### config.mk
export PLATFORM = sky130hd
export DESIGN_NAME = hammingTop
export DESIGN_NICKNAME = d
export VERILOG_FILES = /design/src/popPkg.sv /design/src/popIfs.sv /design/src/FullAdder.sv /design/src/CntSlice.sv /design/src/Cnt.sv /design/src/operandPrep.sv /design/src/bitCounter.sv /design/src/runAccumulator.sv /design/src/hammingTop.sv
export SDC_FILE = /design/constraint.sdc
export NUM_CORES = 1
export LEC_CHECK = 0
export BUFFER_PORTS_ARGS = -buffer_cell sky130_fd_sc_hd__buf_2
export CAP_MARGIN = 20
export CORE_UTILIZATION = 56
export CTS_BUF_LIST = sky130_fd_sc_hd__clkbuf_8 sky130_fd_sc_hd__clkbuf_16
export CTS_CLUSTER_DIAMETER = 50
export DETAILED_ROUTE_END_ITERATION = 8
export PLACE_DENSITY = 0.78
export SLEW_MARGIN = 20
export SYNTH_ARGS = -nofsm -noshare
export SYNTH_HDL_FRONTEND = slang
export SYNTH_HIERARCHICAL = 1
export SYNTH_SLANG_ARGS = --single-unit
### constraint.sdc
create_clock -name clk -period 6.05 [get_ports clk]
set_input_delay 0.9075 -clock clk [delete_from_list [all_inputs] [get_ports clk]]
set_output_delay 0.9075 -clock clk [all_outputs]
set_load 0.01 [all_outputs]
### src/popPkg.sv
package popPkg;

	// floor of log2, -1 for n < 1
	function automatic int log2floor(input int n);
		int m;
		int p;
		m = -1;
		p = 1;
		while (p <= n) begin
			m++;
			p *= 2;
		end
		return m;
	endfunction

	localparam int wordWidth = 32;                     // operand width
	localparam int cntWidth  = log2floor(wordWidth) + 1; // holds 0..wordWidth
	localparam int accWidth  = 16;                     // run total width
	localparam int tagWidth  = 4;                      // beat and result tag

	// counter slice arrangement
	localparam int cntSpeed = 1;  // 1 tree, 0 linear chain

	// what the bit vector is built from
	typedef enum logic [1:0] {
		modePop = 2'd0,  // ones in opA
		modeHam = 2'd1,  // ones in opA ^ opB
		modeAnd = 2'd2   // ones in opA & opB
	} opMode_e;

	// count of one beat
	typedef logic [cntWidth-1:0] beatCount_t;

	// total over one run, saturating
	typedef logic [accWidth-1:0] accCount_t;

endpackage

### src/popIfs.sv
// selected bit vector, operandPrep to bitCounter
interface bitVecIf;

	import popPkg::*;

	logic                 valid;   // one-cycle strobe per beat
	logic [wordWidth-1:0] vector;  // bits to count
	logic                 last;    // closes the run
	logic [tagWidth-1:0]  tag;

	modport src (
		output valid, vector, last, tag
	);

	modport dst (
		input valid, vector, last, tag
	);

endinterface

// count of one beat, bitCounter to runAccumulator
interface countIf;

	import popPkg::*;

	logic                valid;  // one-cycle strobe per beat
	beatCount_t          count;  // ones in the beat
	logic                last;   // closes the run
	logic [tagWidth-1:0] tag;

	modport src (
		output valid, count, last, tag
	);

	modport dst (
		input valid, count, last, tag
	);

endinterface

### src/FullAdder.sv
module FullAdder (
	input  logic A,   // first addend
	input  logic B,   // second addend
	input  logic CI,  // third bit, carry in
	output logic S,   // weight one
	output logic CO   // weight two
);

	logic halfSum;  // A ^ B shared by sum and carry

	assign halfSum = A ^ B;
	assign S       = halfSum ^ CI;

	// carry when both addends set, or one of them plus CI
	assign CO = (A & B) | (halfSum & CI);

endmodule

### src/CntSlice.sv
module CntSlice #(
	parameter int depth = 4,  // bits going in
	parameter int speed = 1   // 0 chain, else tree
) (
	input  logic [depth-1:0]   A,   // bits of equal weight
	output logic               S,   // leftover sum bit, weight one
	output logic [depth/2-1:0] CO   // one carry per adder, weight two
);

	localparam int numFa    = depth / 2;                   // adders needed
	localparam int depthOdd = depth + ((depth + 1) % 2);  // rounded up to odd

	// every adder reads three bits from the front and appends its sum
	// at the back, so the last entry ends up as the slice sum
	logic [3*numFa:0] fifo;

	assign fifo[depth-1:0] = A;

	if (depthOdd > depth) begin : padZero
		assign fifo[depthOdd-1] = 1'b0;  // pad to odd count
	end

	if (speed == 0) begin : linearArr
		// head of the chain takes three input bits
		FullAdder faHead (
			.A (fifo[0]),
			.B (fifo[1]),
			.CI(fifo[2]),
			.S (fifo[depthOdd]),
			.CO(CO[0])
		);

		// each further adder folds two inputs into the running sum
		for (genvar i = 1; i < numFa; i++) begin : chain
			FullAdder faLink (
				.A (fifo[2*i+1]),
				.B (fifo[2*i+2]),
				.CI(fifo[depthOdd+i-1]),  // previous sum
				.S (fifo[depthOdd+i]),
				.CO(CO[i])
			);
		end
	end else begin : treeArr
		// adders consume the vector in groups of three, sums included,
		// which gives a log depth reduction
		for (genvar i = 0; i < numFa; i++) begin : tree
			FullAdder faNode (
				.A (fifo[3*i]),
				.B (fifo[3*i+1]),
				.CI(fifo[3*i+2]),
				.S (fifo[depthOdd+i]),
				.CO(CO[i])
			);
		end
	end

	assign S = fifo[3*numFa];  // last sum written

endmodule

### src/Cnt.sv
module Cnt #(
	parameter int depth = 18,  // bits to count, at least two
	parameter int speed = 1    // passed on to the slices
) (
	input  logic [depth-1:0]                  A,  // bits to count
	output logic [popPkg::log2floor(depth):0] S   // binary count of ones
);

	import popPkg::*;

	localparam int m = depth;                  // bits at level zero
	localparam int n = log2floor(depth) + 1;   // sum bits
	localparam int w = (m < 3) ? 3 : m;        // room for the padded top level

	// carry level i holds m >> i bits, all of weight 2**i
	logic [w-1:0] carry [n-1];

	if (depth < 2) begin : badDepth
		$error("Cnt needs depth of at least two");
	end

	assign carry[0][m-1:0] = A;

	// slice i reduces level i to sum bit i and the carries of level i+1
	for (genvar i = 0; i < n-2; i++) begin : levels
		CntSlice #(
			.depth(m >> i),
			.speed(speed)
		) slice (
			.A (carry[i][(m >> i)-1:0]),
			.S (S[i]),
			.CO(carry[i+1][(m >> (i+1))-1:0])
		);
	end

	// top level has two or three carries left
	if ((m >> (n-2)) == 2) begin : evenTop
		assign carry[n-2][2] = 1'b0;
	end

	// last adder gives the two most significant sum bits
	FullAdder faTop (
		.A (carry[n-2][0]),
		.B (carry[n-2][1]),
		.CI(carry[n-2][2]),
		.S (S[n-2]),
		.CO(S[n-1])
	);

endmodule

### src/operandPrep.sv
module operandPrep (
	input  logic                          clk,
	input  logic                          rstN,
	input  logic                          inValid,  // beat strobe
	input  logic [popPkg::wordWidth-1:0]  opA,
	input  logic [popPkg::wordWidth-1:0]  opB,
	input  popPkg::opMode_e               opMode,
	input  logic                          opLast,   // run ends with this beat
	input  logic [popPkg::tagWidth-1:0]   opTag,
	bitVecIf.src                          vecOut
);

	import popPkg::*;

	logic [wordWidth-1:0] selVec;  // vector picked by mode

	always_comb begin
		case (opMode)
			modeHam: selVec = opA ^ opB;  // differing bits
			modeAnd: selVec = opA & opB;  // shared ones
			default: selVec = opA;        // plain popcount
		endcase
	end

	// beat strobe
	always_ff @(posedge clk) begin
		if (!rstN) begin
			vecOut.valid <= 1'b0;
		end else begin
			vecOut.valid <= inValid;
		end
	end

	// vector with its attributes, held between beats
	always_ff @(posedge clk) begin
		if (inValid) begin
			vecOut.vector <= selVec;
			vecOut.last   <= opLast;
			vecOut.tag    <= opTag;
		end
	end

	// 2'b11 has no meaning
	modeKnown: assert property (@(posedge clk) disable iff (!rstN)
		inValid |-> opMode inside {modePop, modeHam, modeAnd})
		else $error("operandPrep: undefined opMode on a valid beat");

endmodule

### src/bitCounter.sv
module bitCounter (
	input  logic clk,
	input  logic rstN,
	bitVecIf.dst vecIn,   // selected vector
	countIf.src  cntOut   // its count, one cycle later
);

	import popPkg::*;

	beatCount_t vecCount;  // combinational count of vecIn.vector

	Cnt #(
		.depth(wordWidth),
		.speed(cntSpeed)
	) Cnt_inst (
		.A(vecIn.vector),
		.S(vecCount)
	);

	always_ff @(posedge clk) begin
		if (!rstN) begin
			cntOut.valid <= 1'b0;
		end else begin
			cntOut.valid <= vecIn.valid;
		end
	end

	// count, last and tag move together
	always_ff @(posedge clk) begin
		if (vecIn.valid) begin
			cntOut.count <= vecCount;
			cntOut.last  <= vecIn.last;
			cntOut.tag   <= vecIn.tag;
		end
	end

	// adder tree against a direct popcount of the sampled vector
	countMatches: assert property (@(posedge clk) disable iff (!rstN)
		vecIn.valid |=> (cntOut.count <= wordWidth) &&
			(cntOut.count == $countones($past(vecIn.vector))))
		else $error("bitCounter: count disagrees with popcount of the vector");

endmodule

### src/runAccumulator.sv
module runAccumulator (
	input  logic                        clk,
	input  logic                        rstN,
	countIf.dst                         cntIn,     // per-beat counts
	output logic                        resValid,  // one cycle per run
	output popPkg::accCount_t           resCount,  // saturated run total
	output logic [popPkg::tagWidth-1:0] resTag     // tag of the last beat
);

	import popPkg::*;

	accCount_t         runSum;   // total of the open run so far
	accCount_t         nextSum;  // runSum plus this beat, clipped
	logic [accWidth:0] wideSum;  // extra msb flags overflow
	logic              endBeat;  // valid beat closing the run

	assign endBeat = cntIn.valid && cntIn.last;

	assign wideSum = {1'b0, runSum} + {{(accWidth + 1 - cntWidth){1'b0}}, cntIn.count};

	// stick at all ones once the total overflows
	assign nextSum = wideSum[accWidth] ? '1 : wideSum[accWidth-1:0];

	always_ff @(posedge clk) begin
		if (!rstN) begin
			runSum   <= '0;
			resValid <= 1'b0;
		end else begin
			resValid <= endBeat;
			if (cntIn.valid) begin
				// a closing beat leaves the sum clear for the next run
				runSum <= cntIn.last ? '0 : nextSum;
			end
		end
	end

	// total includes the closing beat
	always_ff @(posedge clk) begin
		if (endBeat) begin
			resCount <= nextSum;
			resTag   <= cntIn.tag;
		end
	end

	// inside a run the sum only grows, a wrap would show up as a drop
	sumNoWrap: assert property (@(posedge clk) disable iff (!rstN)
		(cntIn.valid && !cntIn.last) |=> (runSum >= $past(runSum)))
		else $error("runAccumulator: running sum dropped inside a run");

endmodule

### src/hammingTop.sv
module hammingTop (
	input  logic                         clk,
	input  logic                         rstN,
	// operand beats
	input  logic                         inValid,
	input  logic [popPkg::wordWidth-1:0] opA,
	input  logic [popPkg::wordWidth-1:0] opB,
	input  popPkg::opMode_e              opMode,
	input  logic                         opLast,
	input  logic [popPkg::tagWidth-1:0]  opTag,
	// run totals, three cycles after the closing beat
	output logic                         resValid,
	output popPkg::accCount_t            resCount,
	output logic [popPkg::tagWidth-1:0]  resTag
);

	bitVecIf vecBus ();  // stage 1 to stage 2
	countIf  cntBus ();  // stage 2 to stage 3

	// stage 1, mode select
	operandPrep operandPrep_inst (
		.clk    (clk),
		.rstN   (rstN),
		.inValid(inValid),
		.opA    (opA),
		.opB    (opB),
		.opMode (opMode),
		.opLast (opLast),
		.opTag  (opTag),
		.vecOut (vecBus.src)
	);

	// stage 2, counter tree
	bitCounter bitCounter_inst (
		.clk   (clk),
		.rstN  (rstN),
		.vecIn (vecBus.dst),
		.cntOut(cntBus.src)
	);

	// stage 3, run sum
	runAccumulator runAccumulator_inst (
		.clk     (clk),
		.rstN    (rstN),
		.cntIn   (cntBus.dst),
		.resValid(resValid),
		.resCount(resCount),
		.resTag  (resTag)
	);

endmodule

Word level (Yosys, flattened, before mapping) --
Index checks and enable logic that the tools add are counted.
Operators by class: multiplexer cells 3, bitwise gates (word level) 142, equality and inequality tests 2, reductions and logical operators 1, $add $sub $neg 1
Operators by type and width (count):
- one-hot mux 32 bit (2 select lines) | 1
- bitwise AND 1 bit | 57
- XOR 1 bit | 57
- bitwise AND 32 bit | 1
- two-way mux 16 bit | 2
- XOR 32 bit | 1
- OR 1 bit | 26
- adder 16 x 6 -> 17 bit | 1
- == test 2 x 1 -> 1 bit, second input constant | 1
- == test 2 bit, second input constant | 1
- logical AND 1 bit | 1
Storage, ports and cells: input port bits 74, bits in registers 87, output and inout bits 21

Depth between registers and ports, before layout --
Gate-level depths: netlist (run 1).
word-level depth 16, gate-level depth with buffers 10, mapped depth without buffers 10

Modules after synthesis --
The synthesis (run 1) kept the hierarchy.
By module, submodules not included:
- operandPrep | area each 2187.1 µm², times used 1, cells an instance 184
- runAccumulator | area each 1854.3 µm², times used 1, cells an instance 178
- FullAdder | area each 20.0 µm², times used 31, cells an instance 1
- bitCounter | area each 356.6 µm², times used 1, cells an instance 13
- CntSlice | area each 3.8 µm², times used 4, cells an instance 1
- Cnt | area each 3.8 µm², times used 1, cells an instance 1

Least setup slack after synthesis (run 1) --
OpenSTA, ideal clock, no wires.
kind register to register, start point reg operandPrep_inst.vecOut.vector[0], end point reg bitCounter_inst.cntOut.count[4], data pin, setup time 269 ps, required time 5781 ps, stages on the path, launching flop included 11, period minus slack after synthesis 5211 ps, arrival 4941 ps, slack 839 ps, path through edfxtp_1 fa_1 fa_1 fa_1 fa_1 fa_1 fa_1 fa_1 fa_1 fa_1 fa_1
RTL lines:
- start: declaration | line popIfs.sv:12 | output valid, vector, last, tag
- start signal: assignment | line operandPrep.sv:37 | vecOut.vector <= selVec;
- end signal: assignment | line bitCounter.sv:31 | cntOut.count <= vecCount;
- end: declaration | line popIfs.sv:32 | output valid, count, last, tag

==> results.ini, run 1 <==
[critical_path]
critPathMaxFanout = 1
endpoint_kind = register
depth_of_the_most_critical_reg_to_reg_path = 10
worstPathArrival_ps = 5520
cp-start-kind = register
crit_type = reg2reg
critical_path_required_ps = 6160

[floorplan]
dieArea_um2 = 9380
fp.coreArea_um2 = 8720
design.portCount = 95
initial_utilization_pct = 57.8
die_span_x_um = 96.8
placement_rows = 34
die_height_um = 96.8

[clock_network]
clkTransAtPathRegs_ps = 90
post_cts_hold_buffer_count = 0
cts.sinks = 87
cts_made_buffers = 9
worst_skew_pair.late_latency_ps = 360
cts_buffer_depth = 2
ctsHtreeMaxLevel = 3
cts_root_buf = clkbuf_8
cts_setup_buffers = 0
postCtsResizedCells = 0
cts_tree = done

[sta]
final_max_slew_viol_count = 0
hold_viol_final = 0
timing.clock.skew_ps = 12.3
slew_headroom_pct = 34.3
clock.fmax_mhz = 185
tightest_slew_ps = 985
rsz0062_at_grt = no
period_needed_ps = 5410
finalSetupViolations = 0
final_worst_path_cycle_share_pct = 89.4
fin_tns_setup_ps = 0

[synth]
ys_seq_area_share_pct = 48.1
yosysTopAreaCellShare_pct = 40.5
yosysWarnings = 6
yosys.cell_types.count = 47
yosys_register_bits = 87
synthArstFlopShare_pct = 0
synth.area.top_cells = edfxtp_1, fa_1, ha_1, dfxtp_1, a22oi_1
synth.cell_area_um2 = 5040
synth.net_count = 557
gate_count_of_the_mapped_netlist = 411
synthFlopType = edfxtp_1
synth_enable_flop_cells = 68
synth_area_leader_cell = edfxtp_1
syn_avg_cell_area_um2 = 12.3

[min_path]
hold_depth = 0
hold_class = reg2reg

[power_and_ir_drop]
post-layout-total-power_uw = 2010
leakage_uw = 0.00231
power_density_normalized_to_cell_area_nw_per_um2 = 350
peakVddDrop_mv = 0.276

[grt]
grt_pass1_wl_mm = 15.6
grt_remaining_overflow = 0
initial_antenna_violation_count = 0
overall_track_demand_over_capacity_in_global_routing_pct = 20.8
pin_count_of_the_biggest_net_entering_global_routing = 65
grt_pass1_vias = 3450

[placement]
port-buffer-count = 94
post-dp-hpwl_mm = 6.55
place.gp.congestion = 0.835

[route]
dr.pass1.iters = 4
antenna_left = 0
via_per_inst = 5.70
total_routed_length_mm = 9.11
wl_per_cell_um = 15.0
drc = 0
drt_iter0_drc = 118
route.vias.total = 3463

[finish]
area_growth_syn_to_layout_pct = 14.2
layout.nets = 641
final_util_pct = 66.0
most-common-layout-cells = buf_2, edfxtp_1, nand2_1
inserted_diodes = 0
layout_commonest_cell = buf_2
drive_above_1_share_pct = 24.6

[run_status]
run_status = completed

[job]
max_cap_viol_count = 0

-- report_power, final --
group	switching, uW	internal (uW)	leakage [uW]
clock network	207	272	0.000124
logic	378	340	0.00139
registers	30.2	784	0.000800
total	615	1400	0.00231
-- synthesized netlist by cell type (all sizes together), types with 6 or more instances --
cell type	number
edfxtp	68
ha	40
clkbuf	6
dfxtp	19
nor2	9
buf	15
nor3	8
a22oi	32
o21ai	42
a21oi	14
fa	32
a31oi	9
nand2	48
-- cell type report --
class | instances | area [um2]
timing repair buffer | 94 | 470
clock buffer | 9 | 124
multi-input combinational | 298 | 2470
tap | 108 | 135
clock inverter | 7 | 113
sequential | 87 | 2420
inverter | 5 | 18.8
fill | 657 | 2970
-- per-stage QoR --
step           std cells  cell area (um2)  setup slack, ps  hold slack, ps
4_1_cts              608             5750              629             424
5_1_grt              608             5750              450             433
6_report             608             5750              641             423
3_3_place_gp         592             5520              794             402
3_5_place_dp         592             5520              671             405
2_1_floorplan        411             5040              839             400
-- per-layer routing --
layer / vias up / wire length (um) / global-route usage (%)
li1: 1682 / - / -
met1: 1654 / 3800 / 24.4
met2: 111 / 4790 / 37.6
met3: 16 / 343 / 3.97
met4: 0 / 178 / 7.92
met5: - / 0 / 0
-- worst max-delay path, stage by stage, from the launching register on --
cell	delay, ps
edfxtp_1	410
fa_1	530
fa_1	590
fa_1	450
fa_1	430
fa_1	520
fa_1	430
fa_1	480
fa_1	400
fa_1	460
fa_1	470
-- path summary, 6_finish.rpt --
| check | from | endpoint | slack, ps |
|---|---|---|---|
| max | operandPrep_inst/vecOut.vector[0] | bitCounter_inst/cntOut.count[4] | 640 |
| min | operandPrep_inst/vecOut.tag[3] | bitCounter_inst/cntOut.tag[3] | 420 |
| max reg2reg | operandPrep_inst/vecOut.vector[0] | bitCounter_inst/cntOut.count[4] | 640 |
| min reg2reg | operandPrep_inst/vecOut.tag[3] | bitCounter_inst/cntOut.tag[3] | 420 |
-- sequential cells by signal (all words and copies together), names as in the netlist --
name / count
bitCounter_inst/cntOut.last: 1
operandPrep_inst/vecOut.valid: 1
bitCounter_inst/cntOut.tag: 4
runAccumulator_inst/resValid: 1
runAccumulator_inst/runSum: 16
runAccumulator_inst/resCount: 16
operandPrep_inst/vecOut.tag: 4
bitCounter_inst/cntOut.valid: 1
operandPrep_inst/vecOut.last: 1
operandPrep_inst/vecOut.vector: 32
runAccumulator_inst/resTag: 4
bitCounter_inst/cntOut.count: 6
-- cell families (layout without fill, tap and decap cells) --
family	Yosys count	in the layout	synth area share [%]
AO/OA/AOI/OAI	114	114	14.6
XOR/XNOR	6	6	1.04
adder cells (fa/ha/maj)	72	72	22.7
buffers and inverters	26	115	2.96
flip-flops	87	87	48.1
multiplexers	3	3	0.646
other	5	5	0.373
AND/OR/NAND/NOR	98	98	9.64
Note: power is estimated with default switching activity, not from simulation.
==> run 2: changes to the inputs <==
- GPL_TIMING_DRIVEN: not set -> 0
==> results.ini, run 2 (same netlist as run 1, synthesis figures left out) <==
[route]
via_per_inst = 5.50  ; was 5.70
wl_per_cell_um = 14.7  ; was 15.0 um
antenna_left = 0  ; unchanged
drc = 0  ; unchanged
drt_iter0_drc = 127  ; was 118
dr.pass1.iters = 4  ; unchanged
route.vias.total = 3460  ; was 3,463
total_routed_length_mm = 9.27  ; was 9.11 mm

[finish]
layout.nets = 662  ; was 641
layout_commonest_cell = buf_2  ; unchanged
area_growth_syn_to_layout_pct = 16.4  ; was 14.2%
final.fill_count = 644  ; was 657
drive_above_1_share_pct = 26.1  ; was 24.6%
largestRegisters = operandPrep_inst/vecOut.vector x32, runAccumulator_inst/resCount x16, runAccumulator_inst/runSum x16  ; unchanged
sequential_cell_area_um2 = 2420  ; unchanged
largest_register_ff_count = 32  ; unchanged
most-common-layout-cells = buf_2, edfxtp_1, nand2_1  ; unchanged
inserted_diodes = 0  ; unchanged
multi_input_comb_area_um2 = 2470  ; about the same
largest-register = operandPrep_inst/vecOut.vector  ; unchanged

[critical_path]
worst_path_dominant_cell_family = adder cells  ; unchanged
worst_r2r_startpoint = operandPrep_inst/vecOut.vector[0]  ; unchanged
depth_of_the_most_critical_reg_to_reg_path = 10  ; unchanged
r2r_end = bitCounter_inst/cntOut.count[4]  ; unchanged
max_stage_delay_ps = 570  ; was 590 ps
path_common_cell = fa_1  ; unchanged
endpoint_kind = register  ; unchanged
r2r_slack_ps = 730  ; was 640 ps
cp_cell_sequence = fa_1 > fa_1 > fa_1 > fa_1 > fa_1 > fa_1 > fa_1 > fa_1 > fa_1 > fa_1  ; unchanged
worst_path_bufs_invs = 0  ; unchanged
crit_type = reg2reg  ; unchanged
cp-start-kind = register  ; unchanged
cp_num_cells = 10  ; unchanged
critical_path_required_ps = 6160  ; about the same
worstSetupEndpoint = bitCounter_inst/cntOut.count[4]  ; unchanged
worst_path_cell_with_the_longest_stage_delay = fa_1  ; unchanged
cp-startpoint = operandPrep_inst/vecOut.vector[0]  ; unchanged
critPathMaxFanout = 1  ; unchanged
worstPathArrival_ps = 5430  ; was 5520 ps

[sta]
rsz0062_at_grt = no  ; unchanged
clock.fmax_mhz = 188  ; was 185 MHz
post-route-worst-setup-slack_ps = 727  ; was 641 ps
hold_viol_final = 0  ; unchanged
period_needed_ps = 5320  ; was 5410 ps
tightest_slew_ps = 942  ; was 985 ps
slew_headroom_pct = 37.2  ; was 34.3%
final_max_slew_viol_count = 0  ; unchanged
fin_tns_setup_ps = 0  ; unchanged
final_worst_path_cycle_share_pct = 88.0  ; was 89.4%
timing.clock.skew_ps = 10.7  ; was 12.3 ps
finalSetupViolations = 0  ; unchanged

[power_and_ir_drop]
sw_frac_of_total_pct = 30.6  ; about the same
power_density_normalized_to_cell_area_nw_per_um2 = 335  ; was 350 nW/um2
power_switching_uw = 602  ; was 615 uW
intPower_uw = 1360  ; was 1400 uW
leakage_uw = 0.00238  ; was 0.00231 uW
power.combinational.fraction_pct = 36.0  ; was 35.7%
peakVddDrop_mv = 0.212  ; was 0.276 mV
power.clock.fraction_pct = 22.7  ; was 23.8%
pwr-share-seq_pct = 41.3  ; was 40.5%

[clock_network]
post_cts_hold_buffer_count = 0  ; unchanged
cts_tree = done  ; unchanged
cts_setup_buffers = 0  ; unchanged
cts_buffer_depth = 2  ; unchanged
cts_root_buf = clkbuf_8  ; unchanged
cts_made_buffers = 9  ; unchanged
cts.sinks = 87  ; unchanged
clkTransAtPathRegs_ps = 90  ; about the same
postCtsResizedCells = 0  ; unchanged
worst_skew_pair.late_latency_ps = 360  ; about the same
ctsHtreeMaxLevel = 3  ; unchanged

[floorplan]
initial_utilization_pct = 57.8  ; unchanged
placement_rows = 34  ; unchanged
die_height_um = 96.8  ; unchanged
die_span_x_um = 96.8  ; unchanged
fp.coreArea_um2 = 8720  ; unchanged
design.portCount = 95  ; unchanged
dieArea_um2 = 9380  ; unchanged

[min_path]
hp-start = operandPrep_inst/vecOut.last  ; was operandPrep_inst/vecOut.tag[3]
hold_class = reg2reg  ; unchanged

[grt]
pin_count_of_the_biggest_net_entering_global_routing = 39  ; was 65
initial_antenna_violation_count = 0  ; unchanged
overall_track_demand_over_capacity_in_global_routing_pct = 21.0  ; was 20.8%
grt_pass1_wl_mm = 15.7  ; was 15.6 mm
grt_remaining_overflow = 0  ; unchanged
grt_pass1_vias = 3454  ; was 3,450

[placement]
post-dp-hpwl_mm = 7.17  ; was 6.55 mm
port-buffer-count = 94  ; unchanged
place.gp.congestion = 0.852  ; was 0.835
preCtsSetupSlack_ps = 704  ; was 671 ps

[run_status]
run_status = completed  ; unchanged

[job]
max_cap_viol_count = 0  ; unchanged

-- run 2: area by class of cell --
class | count | area share [%]
multi-input cells | 298 | 42.0
repair buffers | 94 | 8.02
clock buffers | 10 | 2.35
clock inverters | 6 | 1.45
inverters | 5 | 0.320
well taps | 108 | 2.30
plain buffers | 21 | 2.22
flip-flops and latches | 87 | 41.3
-- run 2: worst min path at each step --
stage	to	slack (ps)	cells past startpoint
floorplan	bitCounter_inst/cntOut.last	400	0
global placement	runAccumulator_inst/resTag[3]	400	0
detailed placement	bitCounter_inst/cntOut.tag[1]	400	0
CTS	bitCounter_inst/cntOut.last	420	0
global route	bitCounter_inst/cntOut.tag[1]	430	0
finish	bitCounter_inst/cntOut.last	420	0
-- run 2: power groups by stage --
stage / logic [uW] / registers [uW] / clock network (uW)
after floorplan: 524 / 821 / 0
after global placement: 664 / 823 / 0
after detailed placement: 731 / 826 / 0
after CTS: 731 / 813 / 454
after global routing: 845 / 819 / 474
final: 708 / 812 / 445
-- run 2: through the flow --
step / hold slack (ps) / utilization (%) / instance area (um2) / cells / power [uW]
6_report: 415 / 67.3 / 5870 / 629 / 1970
5_1_grt: 426 / 67.3 / 5870 / 629 / 2140
4_1_cts: 417 / 67.3 / 5870 / 629 / 2000
3_5_place_dp: 405 / 64.7 / 5640 / 613 / 1560
3_3_place_gp: 401 / 64.7 / 5640 / 613 / 1490
2_1_floorplan: 400 / - / 5040 / 411 / 1350
-- run 2: metal layers --
layer	vias up	GRT usage (%)	wire length [um]
li1	1728	-	-
met1	1600	24.9	3840
met2	115	37.0	4770
met3	17	4.70	437
met4	0	7.92	214
met5	-	0	0
